$ cat config.mk
export PLATFORM = sky130hd
export DESIGN_NAME = lsu_load_align
export DESIGN_NICKNAME = d
export VERILOG_FILES = /design/src/design/lsu_pkg.sv /design/src/design/lsu_load_align.sv
export SDC_FILE = /design/constraint.sdc
export NUM_CORES = 1
export LEC_CHECK = 0
export ABC_AREA = 0
export BUFFER_PORTS_ARGS = -buffer_cell sky130_fd_sc_hd__buf_2
export CORE_UTILIZATION = 49
export DETAILED_ROUTE_END_ITERATION = 16
export GPL_ROUTABILITY_DRIVEN = 0
export GPL_TIMING_DRIVEN = 0
export PLACE_DENSITY = 0.86
export SLEW_MARGIN = 10
export SYNTH_ARGS = -nofsm -noshare
export SYNTH_HDL_FRONTEND = slang
export SYNTH_SLANG_ARGS = --single-unit
$ cat constraint.sdc
create_clock -name i_clk -period 2.56 [get_ports i_clk]
set_clock_uncertainty 0.1 [all_clocks]
set_input_delay 0.512 -clock i_clk [delete_from_list [all_inputs] [get_ports i_clk]]
set_output_delay 0.512 -clock i_clk [all_outputs]
set_load 0.005 [all_outputs]
$ cat src/design/lsu_pkg.sv
`default_nettype none

package lsu_pkg;

  localparam int XLEN = 32;  // Data and address width

  // Board I/O field widths
  localparam int LEDR_W     = 17;
  localparam int LEDG_W     = 8;
  localparam int HEX_DIGITS = 8;
  localparam int SEG_W      = 7;
  localparam int SW_W       = 10;

  // Address map
  localparam logic [XLEN-1:0] SRAM_BASE   = 32'h0000_2000;
  localparam logic [XLEN-1:0] LEDR_BASE   = 32'h0000_7000;
  localparam logic [XLEN-1:0] LEDR_LAST   = 32'h0000_700F;
  localparam logic [XLEN-1:0] LEDG_BASE   = 32'h0000_7010;
  localparam logic [XLEN-1:0] LEDG_LAST   = 32'h0000_701F;
  localparam logic [XLEN-1:0] HEX_LO_ADDR = 32'h0000_7020;  // Digits 0 to 3
  localparam logic [XLEN-1:0] HEX_HI_ADDR = 32'h0000_7024;  // Digits 4 to 7
  localparam logic [XLEN-1:0] SW_BASE     = 32'h0000_7800;
  localparam logic [XLEN-1:0] SW_LAST     = 32'h0000_780F;

  // Access size, same encoding as funct3
  typedef enum logic [2:0] {
    LSU_B  = 3'b000,
    LSU_H  = 3'b001,
    LSU_W  = 3'b010,
    LSU_BU = 3'b100,
    LSU_HU = 3'b101
  } lsu_size_e;

  // Target of a decoded access
  typedef enum logic [2:0] {
    REGION_NONE   = 3'd0,
    REGION_SRAM   = 3'd1,
    REGION_LEDR   = 3'd2,
    REGION_LEDG   = 3'd3,
    REGION_HEX_LO = 3'd4,
    REGION_HEX_HI = 3'd5,
    REGION_SWITCH = 3'd6
  } lsu_region_e;

endpackage

`default_nettype wire

$ cat src/design/lsu_load_align.sv
`default_nettype none

module lsu_load_align (
  input  wire                               i_clk,
  input  wire                               i_rst,
  input  wire                               i_rd,
  input  wire  lsu_pkg::lsu_region_e        i_region,
  input  wire  [1:0]                        i_offset,
  input  wire  lsu_pkg::lsu_size_e          i_size,
  input  wire  [lsu_pkg::XLEN-1:0]          i_sram_rdata,
  input  wire  [lsu_pkg::XLEN-1:0]          i_io_rdata,
  output logic [lsu_pkg::XLEN-1:0]          o_ld_data,
  output logic                              o_ld_valid
);

  logic                     rd_q;
  lsu_pkg::lsu_region_e     region_q;
  logic [1:0]               offset_q;
  lsu_pkg::lsu_size_e       size_q;
  logic [lsu_pkg::XLEN-1:0] src_word;
  logic [lsu_pkg::XLEN-1:0] shifted;
  logic [lsu_pkg::XLEN-1:0] ext_data;

  always_ff @(posedge i_clk or negedge i_rst) begin
    if (!i_rst) begin
      rd_q       <= 1'b0;
      o_ld_valid <= 1'b0;
    end else begin
      rd_q       <= i_rd;
      o_ld_valid <= rd_q;  // Result pulse
    end
  end

  // Line up the stage-1 controls with the read words
  always_ff @(posedge i_clk) begin
    region_q <= i_region;
    offset_q <= i_offset;
    size_q   <= i_size;
  end

  always_comb begin
    case (region_q)
      lsu_pkg::REGION_NONE: src_word = '0;  // Unmapped or illegal
      lsu_pkg::REGION_SRAM: src_word = i_sram_rdata;
      default:              src_word = i_io_rdata;
    endcase
  end

  assign shifted = src_word >> {offset_q, 3'b000};

  always_comb begin
    case (size_q)
      lsu_pkg::LSU_B:  ext_data = {{24{shifted[7]}}, shifted[7:0]};
      lsu_pkg::LSU_BU: ext_data = {24'h00_0000, shifted[7:0]};
      lsu_pkg::LSU_H:  ext_data = {{16{shifted[15]}}, shifted[15:0]};
      lsu_pkg::LSU_HU: ext_data = {16'h0000, shifted[15:0]};
      lsu_pkg::LSU_W:  ext_data = shifted;
      default:         ext_data = '0;
    endcase
  end

  always_ff @(posedge i_clk) begin
    if (rd_q) begin
      o_ld_data <= ext_data;
    end
  end

  a_valid_follows_rd: assert property (@(posedge i_clk) disable iff (!i_rst)
      i_rd |-> ##2 (o_ld_valid && !$isunknown(o_ld_data)))
    else $error("load result missing or unknown two cycles after read strobe");

endmodule

`default_nettype wire

Word-level counts from Yosys, hierarchy flattened
Index checks and enable logic that the tools add are counted.
Widths: inputs -> output; s select.
Storage, ports and cells
  input port bits: 75
  register bits after elaboration: 42
Cells by class
  equality and inequality tests: 5
  muxes and demuxes: 2
  reduce and logical (&&, ||, !) cells: 2
  shift-type cells: 1
Operator list (count)
  $pmux 32 s5: 1
  $pmux 32 s2: 1
  $shr 32x5->32: 1
  $eq 3x1->1 const B: 2
  $eq 3x3->1 const B: 2
  $logic_not 3->1: 2
  $eq 3x2->1 const B: 1

Depth between registers and ports, before layout
Gate-level depths: netlist (run 1).
  depth in word-level cells: 4
  depth in mapped cells: 7

Worst setup path after synthesis (run 1)
No wires, ideal clock.
  kind: register -> register
  start: register region_q[2]
  end: register o_ld_data[3] (netlist bit), data pin
  clock period less this slack: 1.920 ns
  stages on the path, launching flop included: 8
  setup slack: 0.640 ns
  arrival: 1.556 ns
  data required time: 2.197 ns
  cell sequence: dfxtp_1 > buf_6 > buf_6 > buf_4 > o21ai_1 > nand2_1 > mux4_2 > nor2b_1
On the way
  longest elaborated chain between the ends: 4
RTL lines
  from (decl): RTL line lsu_load_align.sv:17  | lsu_pkg::lsu_region_e region_q;
  from (signal assigned): RTL line lsu_load_align.sv:36  | region_q <= i_region;
  $eq 3x1->1 / $logic_not 3->1 (equally long branches): RTL line lsu_load_align.sv:42  | case (region_q)
  $pmux 32 s2 (*): RTL line lsu_load_align.sv:42
  $shr 32x5->32 (*): RTL line lsu_load_align.sv:49  | assign shifted = src_word >> {offset_q, 3'b000};
  $pmux 32 s5 (*): RTL line lsu_load_align.sv:52  | case (size_q)
  named net ext_data (one bit): RTL line lsu_load_align.sv:22  | logic [lsu_pkg::XLEN-1:0] ext_data;
  to (signal assigned): RTL line lsu_load_align.sv:64  | o_ld_data <= ext_data;
  to (decl): RTL line lsu_load_align.sv:12  | output logic [lsu_pkg::XLEN-1:0] o_ld_data,
Mark *: on every way through the listed nets, which the timed path passes. The rest lies on a longest branch.
A chain may end at the register's enable or synchronous reset.

Worst setup path in the final report (run 1)
  start: register offset_q[1]
  end: register o_ld_data[20] (netlist bit), data pin
On the way
  longest elaborated chain between the ends: 2
RTL lines
  from (decl): RTL line lsu_load_align.sv:18  | logic [1:0] offset_q;
  from (signal assigned): RTL line lsu_load_align.sv:37  | offset_q <= i_offset;
  $shr 32x5->32: RTL line lsu_load_align.sv:49
  $pmux 32 s5: RTL line lsu_load_align.sv:52
  named net ext_data (one bit): RTL line lsu_load_align.sv:22
The timed path passes the listed nets, and every way through them passes these cells.

==> implementation parameters, run 1 <==
Parameter                              Value

Logic synthesis
  Most frequent cells after synthesis    sky130_fd_sc_hd__edfxtp_1, sky130_fd_sc_hd__nand2_1, sky130_fd_sc_hd__o21ai_0
  Most frequent cell after synthesis    sky130_fd_sc_hd__edfxtp_1
  Post-synthesis share of cell area spent on full adders, half adders and majority gates    0
  Cell type contributing the most total cell area after synthesis    sky130_fd_sc_hd__edfxtp_1
  Post-Syn Nets    341
  Synth Area in Simple Gates    0.154
  Predominant post-synthesis flop cell    sky130_fd_sc_hd__edfxtp_1
  Instance count of the mapped netlist    266
  Largest family of logic cells by synthesized area    compound AO/OA/AOI/OAI gates
  Count of flip-flops with a built-in enable after synthesis    32
  Count of cell types in the netlist    40
  Summed instance area of the synthesized netlist    2740 sq um
  Mean cell area of the mapped netlist    10.3 sq um
  Compound-gate portion of the synthesized area    0.290
  Sequential fraction of the synthesis area    0.427
  Post-synthesis async set-or-reset flop share    0.0476
  Portion of synthesized cell area occupied by the leading cell type    0.350
  Post-synthesis mux area share    0.0693
  Cell types with the largest area share after synthesis    sky130_fd_sc_hd__edfxtp_1, sky130_fd_sc_hd__mux4_2, sky130_fd_sc_hd__dfxtp_1
  Post-synthesis share of cell area spent on xor and xnor gates    0
  Number of flip-flops and latches in the synthesized netlist    42
  Synth warn    0

Place
  Placed instance count    443
  Post-placement cell area    3370 sq um
  Detail Placement HPWL    approximately 5700 microns
  Port-buffer cells    107

Global route
  Overall Global Routing Usage    0.248
  Overflow after GRT    0
  Number of global-route vias before repair    2526
  Pin count of the biggest net entering global routing    34
  First-pass GRT wire length    11500 microns
  Number of antenna violations at the first check in global routing    0

Critical path
  Setup crit start kind    flip-flop
  Category of the worst setup path capture point    flip-flop
  Register-to-Register Setup Slack    0.35 ns
  Type of the worst setup path    flip-flop to flip-flop
  Destination of the worst register-to-register timing path    o_ld_data[20]$_DFFE_PP_
  FF-to-FF Start    offset_q[1]$_DFF_P_
  Cell count of the worst reg-to-reg path    6
  Required arrival time at the worst endpoint    2.49 ns
  Maximum fanout encountered on the critical timing path    10
  Arrival time of the worst setup path    around 2.1 ns

Detailed routing
  Iteration-0 DRC Markers    approximately 260
  Count of nets left with antenna violations after detail routing    0
  Total Routed Length    approximately 7000 microns
  Final routed DRC violation total    0
  Wire length per cell after detailed routing    15.5 microns
  Length of the first detailed-routing pass in iterations    7
  Vias post-DR    approximately 2600
  DR vias/cell    around 5.8

Job
  Maximum capacitance violations    0

Clock tree
  Clock net sink count    42
  Clock edge transition at the registers on the reported setup and hold paths    about 0.09 ns
  TritonCTS Buffers    5
  Number of levels the H-tree was split into    2
  Cell chosen for the clock root    sky130_fd_sc_hd__clkbuf_8
  Clock tree from TritonCTS    built
  Post CTS Setup Buffer Count    0
  Count of cells resized by post-cts repair    0
  Maximum number of buffers from clock root to sink    2
  Clk Latency, worst-skew pair    0.30 ns

STA
  Hold violation count in the final report    0
  Setup repair after global routing missed its margin    no
  Final period utilization    0.863
  Maximum frequency from static timing analysis    452 MHz
  Worst slack on hold paths    about 0.2 ns
  Actual slew at the worst max-slew pin    1.21 ns
  Number of setup violations in the final report    0
  Final count of pins violating max slew    0
  Tmin final    2.21 ns
  Final-layout setup total negative slack    0 ns
  Worst slew margin    0.196

Floorplanning
  I/O pins    ~110
  Chip height    76.8 microns
  Cell row count    26
  Starting Density    0.524
  Core region area    5240 sq um
  Width of the chip    roughly 77 microns
  Total die area    between 5000 and 6000 sq um

Finish
  Net count reported at finish    ~460
  Final Instance Count excl. Fillers    around 450
  Finished Cell Area    3460 sq um
  Layout overhead on the synthesized area    26.2%
  Proportion of layout cells with a drive suffix above 1    0.401
  Fin util    0.661
  Ant diodes    0

Worst hold path
  Hold Path Cell Cnt    1
  Endpoint of the worst hold path    region_q[0]$_DFF_P_
  Startpoint of the worst hold path    i_region[0]
  Type of the most critical hold path    input pin to flip-flop

Status
  Status    completed

Pwr
  Ratio of total power to cell area    455 nW/um^2
  Maximum resistive drop on vdd    about 0.37 mV
  Static leakage power    1.48 nW
==> per-stage QoR <==
stage	setup slack, ns	total power, mW
global route	0.217	1.65
global placement	0.435	1.16
floorplan	0.640	1.03
finish	0.350	1.58
detailed placement	0.399	1.17
CTS	0.378	1.57
==> registers in the layout, summed over array words and instances, names as in the netlist <==
| signal | count |
|---|---|
| offset_q | 2 |
| rd_q | 1 |
| size_q | 3 |
| o_ld_data | 32 |
| o_ld_valid | 1 |
| region_q | 3 |
==> metal layers <==
layer  track usage  share of wire  routed length (microns)  vias up
met4        0.0942          0.032                      228        0
li1              -              -                        -     1267
met2         0.412           0.48                     3400      168
met5             0              0                        0        -
met1         0.325           0.39                     2730     1170
met3        0.0393          0.095                      667       27
==> worst max path at each step <==
| stage | startpoint | end | slack, ns | depth (start not counted) |
|---|---|---|---|---|
| 2_1_floorplan | region_q[2]$_DFF_P_ | o_ld_data[3]$_DFFE_PP_ | 0.64 | 7 |
| 6_report | offset_q[1]$_DFF_P_ | o_ld_data[20]$_DFFE_PP_ | 0.35 | 6 |
| 5_1_grt | offset_q[0]$_DFF_P_ | o_ld_data[19]$_DFFE_PP_ | 0.22 | 6 |
| 3_5_place_dp | region_q[2]$_DFF_P_ | o_ld_data[3]$_DFFE_PP_ | 0.40 | 7 |
| 4_1_cts | offset_q[0]$_DFF_P_ | o_ld_data[19]$_DFFE_PP_ | 0.38 | 6 |
| 3_3_place_gp | offset_q[0]$_DFF_P_ | o_ld_data[19]$_DFFE_PP_ | 0.44 | 6 |
==> logic make-up after synthesis <==
kind of cell | count (synthesis)
AOI/OAI and AO/OA | 114
and+or+nand+nor | 73
DFF | 42
buffers and inverters | 28
muxes | 9
==> layout by cell type, fill, tap and decap left out, types with 2 or more instances in the layout <==
cell and n:
sky130_fd_sc_hd__buf_2 110, sky130_fd_sc_hd__a221oi_1 7, sky130_fd_sc_hd__buf_4 5, sky130_fd_sc_hd__edfxtp_1 32, sky130_fd_sc_hd__dfrtp_1 2, sky130_fd_sc_hd__and2_1 3
sky130_fd_sc_hd__a31oi_1 6, sky130_fd_sc_hd__o22ai_1 8, sky130_fd_sc_hd__o211ai_2 11, sky130_fd_sc_hd__clkbuf_8 5, sky130_fd_sc_hd__dfxtp_1 8, sky130_fd_sc_hd__nand3_1 8
sky130_fd_sc_hd__buf_1 2, sky130_fd_sc_hd__and2_0 5, sky130_fd_sc_hd__nand2_1 27, sky130_fd_sc_hd__nor2_1 9, sky130_fd_sc_hd__o211ai_1 13, sky130_fd_sc_hd__o21ai_0 23
sky130_fd_sc_hd__o21ai_1 18, sky130_fd_sc_hd__clkbuf_1 11, sky130_fd_sc_hd__mux4_2 8, sky130_fd_sc_hd__o21a_1 17, sky130_fd_sc_hd__buf_6 5, sky130_fd_sc_hd__a21oi_1 8
sky130_fd_sc_hd__nor2b_1 4, sky130_fd_sc_hd__nand4bb_1 9
==> critical path, cell delays in order (launching register included) <==
cell and delay, ns:
sky130_fd_sc_hd__dfxtp_1 0.41, sky130_fd_sc_hd__nand2b_1 0.13, sky130_fd_sc_hd__clkbuf_1 0.32, sky130_fd_sc_hd__a21oi_1 0.15, sky130_fd_sc_hd__o31ai_4 0.43, sky130_fd_sc_hd__buf_4 0.28, sky130_fd_sc_hd__o211ai_2 0.12
==> layout make-up <==
cell class,count,area (sq um)
Tap cell,70,87.6
Sequential cell,42,1170
Timing Repair Buffer,108,546
Fill cell,427,1770
Multi-Input combinational cell,196,1410
Inverter,2,7.51
Clock buffer,6,72.6
Buffer,26,159
Clock inverter,2,13.8
==> timing repair <==
item / in CTS / in global routing
hold buffers: 1 / 0
setup endpoints to repair: 0 / 0
hold endpoints to repair: 2 / 0
==> where the power goes <==
part / internal, mW / switching (mW)
sequential: 0.772 / 0.0241
combinational: 0.173 / 0.190
clock: 0.192 / 0.224
total: 1.14 / 0.438
Note: power is estimated with default switching activity, not from simulation.
==> inputs of run 2 (changes only) <==
Settings changed: ABC_AREA 0 to 1, CTS_CLUSTER_SIZE set to 30, PLACE_DENSITY 0.86 to 0.87, RECOVER_POWER set to 50.
==> implementation parameters, run 2 <==
Parameter                              Value

Status
  Status    completed

Logic synthesis
  Sequential fraction of the synthesis area    0.433
  Cell types with the largest area share after synthesis    sky130_fd_sc_hd__edfxtp_1, sky130_fd_sc_hd__nand2_1, sky130_fd_sc_hd__nand3_1
  Predominant post-synthesis flop cell    sky130_fd_sc_hd__edfxtp_1
  Count of flip-flops with a built-in enable after synthesis    32
  Instance count of the mapped netlist    341
  Post-synthesis async set-or-reset flop share    0.0476
  Most frequent cells after synthesis    sky130_fd_sc_hd__nand2_1, sky130_fd_sc_hd__nand3_1, sky130_fd_sc_hd__edfxtp_1
  Mean cell area of the mapped netlist    7.93 sq um
  Number of flip-flops and latches in the synthesized netlist    42
  Summed instance area of the synthesized netlist    2700 sq um
  Cell type contributing the most total cell area after synthesis    sky130_fd_sc_hd__edfxtp_1
  Portion of synthesized cell area occupied by the leading cell type    0.355
  Most frequent cell after synthesis    sky130_fd_sc_hd__nand2_1
  Synth warn    0
  Count of cell types in the netlist    30
  Post-Syn Nets    between 400 and 500

Finish
  Most common library cell in the layout ignoring fill and taps    sky130_fd_sc_hd__nand2_1
  Biggest registers after layout    o_ld_data: 32 flops, region_q: 3 flops, size_q: 3 flops
  Proportion of layout cells with a drive suffix above 1    0.346
  Filler cell count    483
  Net count reported at finish    531
  Most frequent cells in the layout    sky130_fd_sc_hd__nand2_1, sky130_fd_sc_hd__buf_2, sky130_fd_sc_hd__nand3_1
  Ant diodes    0
  Largest register by flop count    o_ld_data
  Number of flip-flops under the largest register name    32
  Layout overhead on the synthesized area    26.3%

Pwr
  Reg power frac    0.509
  Switching power    0.459 mW
  Maximum resistive drop on vdd    0.397 mV
  Static leakage power    1.81 nW
  Sw frac    0.291
  Int Pwr    1.12 mW
  Share of total power in the clock network    0.264
  Power share of the combinational group    0.226
  Ratio of total power to cell area    about 460 nW/um^2

STA
  Number of setup violations in the final report    0
  Tmin final    1.76 ns
  Worst slew margin    0.153
  Setup slack after layout    0.802 ns
  Final count of pins violating max slew    0
  Maximum frequency from static timing analysis    569 MHz
  Setup repair after global routing missed its margin    no
  Hold violation count in the final report    0
  Final period utilization    0.687
  Final-layout setup total negative slack    0 ns
  Actual slew at the worst max-slew pin    1.27 ns

Critical path
  Delay of the slowest critical-path stage    0.44 ns
  Count of buffer and inverter cells on the critical path    2
  Setup crit start kind    flip-flop
  Slowest-stage cell, CP    sky130_fd_sc_hd__buf_1
  Maximum fanout encountered on the critical timing path    10
  Arrival time of the worst setup path    ~1.7 ns
  Top cell family by delay on the critical path    buffers and inverters
  Type of the worst setup path    flip-flop to flip-flop
  Category of the worst setup path capture point    flip-flop
  Required arrival time at the worst endpoint    ~2.5 ns
  Worst-path cell chain    buf_2 > buf_1 > nand3_1 > nand2_1 > nor2_1

Floorplanning
  Starting Density    0.519
  Total die area    around 5800 sq um
  Cell row count    26
  I/O pins    approximately 110
  Core region area    roughly 5200 sq um
  Width of the chip    76.3 microns
  Chip height    about 76 microns

Clock tree
  Clk Latency, worst-skew pair    0.30 ns
  Clock tree from TritonCTS    built
  TritonCTS Buffers    5
  Clock net sink count    between 40 and 50
  Count of cells resized by post-cts repair    0
  Cell chosen for the clock root    sky130_fd_sc_hd__clkbuf_8
  Maximum number of buffers from clock root to sink    2
  Clock edge transition at the registers on the reported setup and hold paths    approximately 0.080 ns
  Number of levels the H-tree was split into    2

Global route
  Overflow after GRT    0
  Overall Global Routing Usage    0.262
  Number of antenna violations at the first check in global routing    0
  Pin count of the biggest net entering global routing    34
  Number of global-route vias before repair    roughly 2800
  First-pass GRT wire length    12000 microns

Detailed routing
  Final routed DRC violation total    0
  Wire length per cell after detailed routing    between 10 and 15 microns
  Count of nets left with antenna violations after detail routing    0
  Length of the first detailed-routing pass in iterations    5
  Vias post-DR    2912
  Iteration-0 DRC Markers    375
  Total Routed Length    7500 microns
  DR vias/cell    5.53

Worst hold path
  Type of the most critical hold path    input pin to flip-flop

Place
  Port-buffer cells    107
  Detail Placement HPWL    5540 microns
  Setup slack after placement    approximately 0.76 ns

Job
  Maximum capacitance violations    0
[run 2: power groups by stage]
stage               clock, mW  combinational (mW)  sequential, mW
floorplan                   0               0.206           0.821
global placement            0               0.341           0.818
detailed placement          0               0.348           0.819
CTS                     0.427               0.351           0.804
global route            0.448               0.392           0.809
finish                  0.417               0.358           0.804
[run 2: area by class of cell]
type | count | area [sq um] | area share
plain buffers | 22 | 169 | 0.0495
clock buffers | 5 | 68.8 | 0.0202
clock inverters | 3 | 16.3 | 0.00476
inverters | 18 | 67.6 | 0.0198
multi-input cells | 259 | 1300 | 0.380
flip-flops and latches | 42 | 1170 | 0.343
well taps | 70 | 87.6 | 0.0257
repair buffers | 108 | 538 | 0.158
[run 2: final timing paths]
kind | from | to | slack [ns] | cells after the start
max | offset_q[1]$_DFF_P_ | o_ld_data[6]$_DFFE_PP_ | 0.80 | 5
min | i_size[2] | size_q[2]$_DFF_P_ | 0.20 | 1
max reg2reg | offset_q[1]$_DFF_P_ | o_ld_data[6]$_DFFE_PP_ | 0.80 | 5
min reg2reg | size_q[1]$_DFF_P_ | o_ld_data[7]$_DFFE_PP_ | 0.55 | 3
max in group asynchronous | i_rst | rd_q$_DFF_PN0_ | 1.82 | 2
min in group asynchronous | i_rst | o_ld_valid$_DFF_PN0_ | 0.42 | 2
[run 2: stage by stage]
step | std cells | area (sq um) | hold WS, ns | utilization | power [mW]
global route | 527 | 3410 | 0.196 | 0.656 | 1.65
floorplan | 341 | 2700 | 0.116 | - | 1.03
CTS | 527 | 3420 | 0.194 | 0.657 | 1.58
detailed placement | 518 | 3330 | 0.198 | 0.639 | 1.17
finish | 527 | 3410 | 0.203 | 0.656 | 1.58
global placement | 518 | 3330 | 0.198 | 0.639 | 1.16
[run 2: what timing repair did]
action,4_1_cts,5_1_grt
buffers inserted,0,0
endpoints found under the hold margin,2,0
hold buffers,1,0
[run 2: worst register-to-register path, stage by stage, from the launching register on]
cell	delay, ns
sky130_fd_sc_hd__dfxtp_1	0.39
sky130_fd_sc_hd__buf_2	0.25
sky130_fd_sc_hd__buf_1	0.44
sky130_fd_sc_hd__nand3_1	0.17
sky130_fd_sc_hd__nand2_1	0.11
sky130_fd_sc_hd__nor2_1	0.06
[run 2: logic make-up (layout without fill, tap and decap cells)]
logic type	count (synthesis)	after routing	share of synthesized area
compound gates	36	36	0.0736
buf+inv	40	156	0.0875
flops	42	42	0.433
simple gates	223	223	0.406
[run 2: metal layers]
layer | global-route usage | vias to the layer above | routed length [microns]
met1 | 0.318 | 1319 | 2920
met3 | 0.0503 | 27 | 765
met5 | 0 | - | 0
met4 | 0.142 | 0 | 224
li1 | - | 1385 | -
met2 | 0.436 | 181 | 3600
==> inputs of run 3 (changes only) <==
Settings changed: ABC_AREA 1 to 0, PLACE_DENSITY 0.87 to 0.86.
Clock period 2.56 ns to 1.7 ns, I/O delays scaled along.
==> implementation parameters, run 3 (synthesized netlist as in run 1, its figures left out) <==
Parameter                              Value

Status
  Status    finished, violations left
  Failing checks    negative setup slack

Place
  Placed instance count    ~440
  Setup slack after placement    -0.338 ns
  Port-buffer cells    107
  Post-placement cell area    about 3400 sq um
  Detail Placement HPWL    5540 microns

Clock tree
  Clock net sink count    42
  Clock tree from TritonCTS    built
  Clock edge transition at the registers on the reported setup and hold paths    ~0.090 ns
  TritonCTS Buffers    5
  Number of levels the H-tree was split into    2
  Cell chosen for the clock root    sky130_fd_sc_hd__clkbuf_8
  Clk Latency, worst-skew pair    between 0.3 and 0.4 ns
  Maximum number of buffers from clock root to sink    2

Pwr
  Maximum resistive drop on vdd    ~0.45 mV
  Ratio of total power to cell area    675 nW/um^2
  Static leakage power    1.71 nW
  Overall power of the completed layout    2.73 mW

Floorplanning
  Chip height    76.8 microns
  Width of the chip    approximately 77 microns
  Starting Density    0.524
  Core region area    5240 sq um
  I/O pins    approximately 110
  Total die area    5900 sq um
  Cell row count    26

Finish
  Fin util    0.773
  Proportion of layout cells with a drive suffix above 1    0.553
  Most frequent cells in the layout    sky130_fd_sc_hd__buf_2, sky130_fd_sc_hd__edfxtp_1, sky130_fd_sc_hd__nand2_1
  Biggest registers after layout    o_ld_data: 32 flops, region_q: 3 flops, size_q: 3 flops
  Layout overhead on the synthesized area    47.5%
  Ant diodes    0
  Most common library cell in the layout ignoring fill and taps    sky130_fd_sc_hd__buf_2
  Largest register by flop count    o_ld_data
  Number of flip-flops under the largest register name    32
  Filler cell count    roughly 320
  Finished Cell Area    4050 sq um
  Net count reported at finish    474
  Final Instance Count excl. Fillers    470

STA
  Setup repair after global routing missed its margin    yes
  Final-layout setup total negative slack    -8.69 ns
  Number of setup violations in the final report    32
  Final count of pins violating max slew    0
  Actual slew at the worst max-slew pin    0.806 ns
  Tmin final    2.07 ns
  Setup slack after layout    -0.369 ns
  Worst slew margin    0.447
  Worst slack on hold paths    0.0241 ns
  Final period utilization    1.22
  Maximum frequency from static timing analysis    ~480 MHz
  Hold violation count in the final report    0

Detailed routing
  Iteration-0 DRC Markers    between 400 and 500
  Count of nets left with antenna violations after detail routing    0
  Wire length per cell after detailed routing    19.0 microns
  Final routed DRC violation total    0
  Length of the first detailed-routing pass in iterations    5
  DR vias/cell    6.41
  Total Routed Length    8930 microns
  Vias post-DR    3011

Job
  Maximum capacitance violations    0

Global route
  Pin count of the biggest net entering global routing    34
  Overall Global Routing Usage    0.284
  First-pass GRT wire length    13000 microns
  Overflow after GRT    0
  Number of global-route vias before repair    2878
  Number of antenna violations at the first check in global routing    0

Critical path
  Required arrival time at the worst endpoint    1.64 ns
  Register-to-Register Setup Slack    -0.37 ns
  Maximum fanout encountered on the critical timing path    10
  Type of the worst setup path    flip-flop to flip-flop
  Category of the worst setup path capture point    flip-flop
  Arrival time of the worst setup path    2.01 ns
  Setup crit start kind    flip-flop

Worst hold path
  Type of the most critical hold path    input pin to flip-flop
[run 3: cell count changes in the layout (fill, tap and decap cells not counted), sizes merged, moves of 10 or more]
| cell | delta |
|---|---|
| buf | +18 |
| inv | -16 |
| o21a | +18 |
| nand2 | -94 |
| nor2 | -10 |
| nand3 | -59 |
| o211ai | +18 |
| o21ai | +29 |
[run 3: what timing repair did]
| action | 4_1_cts | 5_1_grt |
|---|---|---|
| setup buffers | 11 | 4 |
| endpoints found under the setup margin | 32 | 32 |
| pin swaps | 8 | 9 |
| gates resized for setup | 50 | 33 |
| hold endpoints to repair | 2 | 0 |
| cloned | 3 | 0 |
| hold buffers | 1 | 0 |
[run 3: report_power, final]
group          switching [mW]  internal (mW)  leakage (nW)  total [mW]
logic                   0.374          0.356          1.20       0.730
clock network           0.358          0.440        0.0585       0.798
registers              0.0425           1.16         0.456        1.20
total                   0.775           1.96          1.71        2.73
[run 3: final cells by class]
| cell class | instances | area, sq um | share of cell area |
|---|---|---|---|
| Buffer | 26 | 231 | 0.0572 |
| Inverter | 2 | 7.51 | 0.00186 |
| Timing Repair Buffer | 126 | 717 | 0.177 |
| Sequential cell | 42 | 1190 | 0.294 |
| Clock inverter | 3 | 43.8 | 0.0108 |
| Tap cell | 70 | 87.6 | 0.0216 |
| Clock buffer | 5 | 68.8 | 0.0170 |
| Multi-Input combinational cell | 196 | 1700 | 0.421 |
[run 3: routing by layer]
metal | part of all wire | GRT usage | up-vias
met5 | 0 | 0 | -
met4 | 0.056 | 0.162 | 0
met3 | 0.096 | 0.0619 | 57
met2 | 0.50 | 0.502 | 235
met1 | 0.35 | 0.312 | 1408
li1 | - | - | 1311
[run 3: worst paths after layout]
| path | start | to | cells after the start |
|---|---|---|---|
| setup reg to reg | region_q[1]$_DFF_P_ | o_ld_data[3]$_DFFE_PP_ | 6 |
| hold / removal | i_region[0] | region_q[0]$_DFF_P_ | 1 |
| hold reg to reg | rd_q$_DFF_PN0_ | o_ld_valid$_DFF_PN0_ | 0 |
| setup / recovery | region_q[1]$_DFF_P_ | o_ld_data[3]$_DFFE_PP_ | 6 |
| min in group asynchronous | i_rst | o_ld_valid$_DFF_PN0_ | 2 |
| max in group asynchronous | i_rst | rd_q$_DFF_PN0_ | 2 |
[run 3: worst max-delay path: stages, from the launching register on]
cell	delay [ns]
sky130_fd_sc_hd__dfxtp_4	0.38
sky130_fd_sc_hd__buf_6	0.14
sky130_fd_sc_hd__buf_6	0.14
sky130_fd_sc_hd__o21ai_0	0.22
sky130_fd_sc_hd__o21ai_1	0.15
sky130_fd_sc_hd__mux4_2	0.52
sky130_fd_sc_hd__nor2b_4	0.15
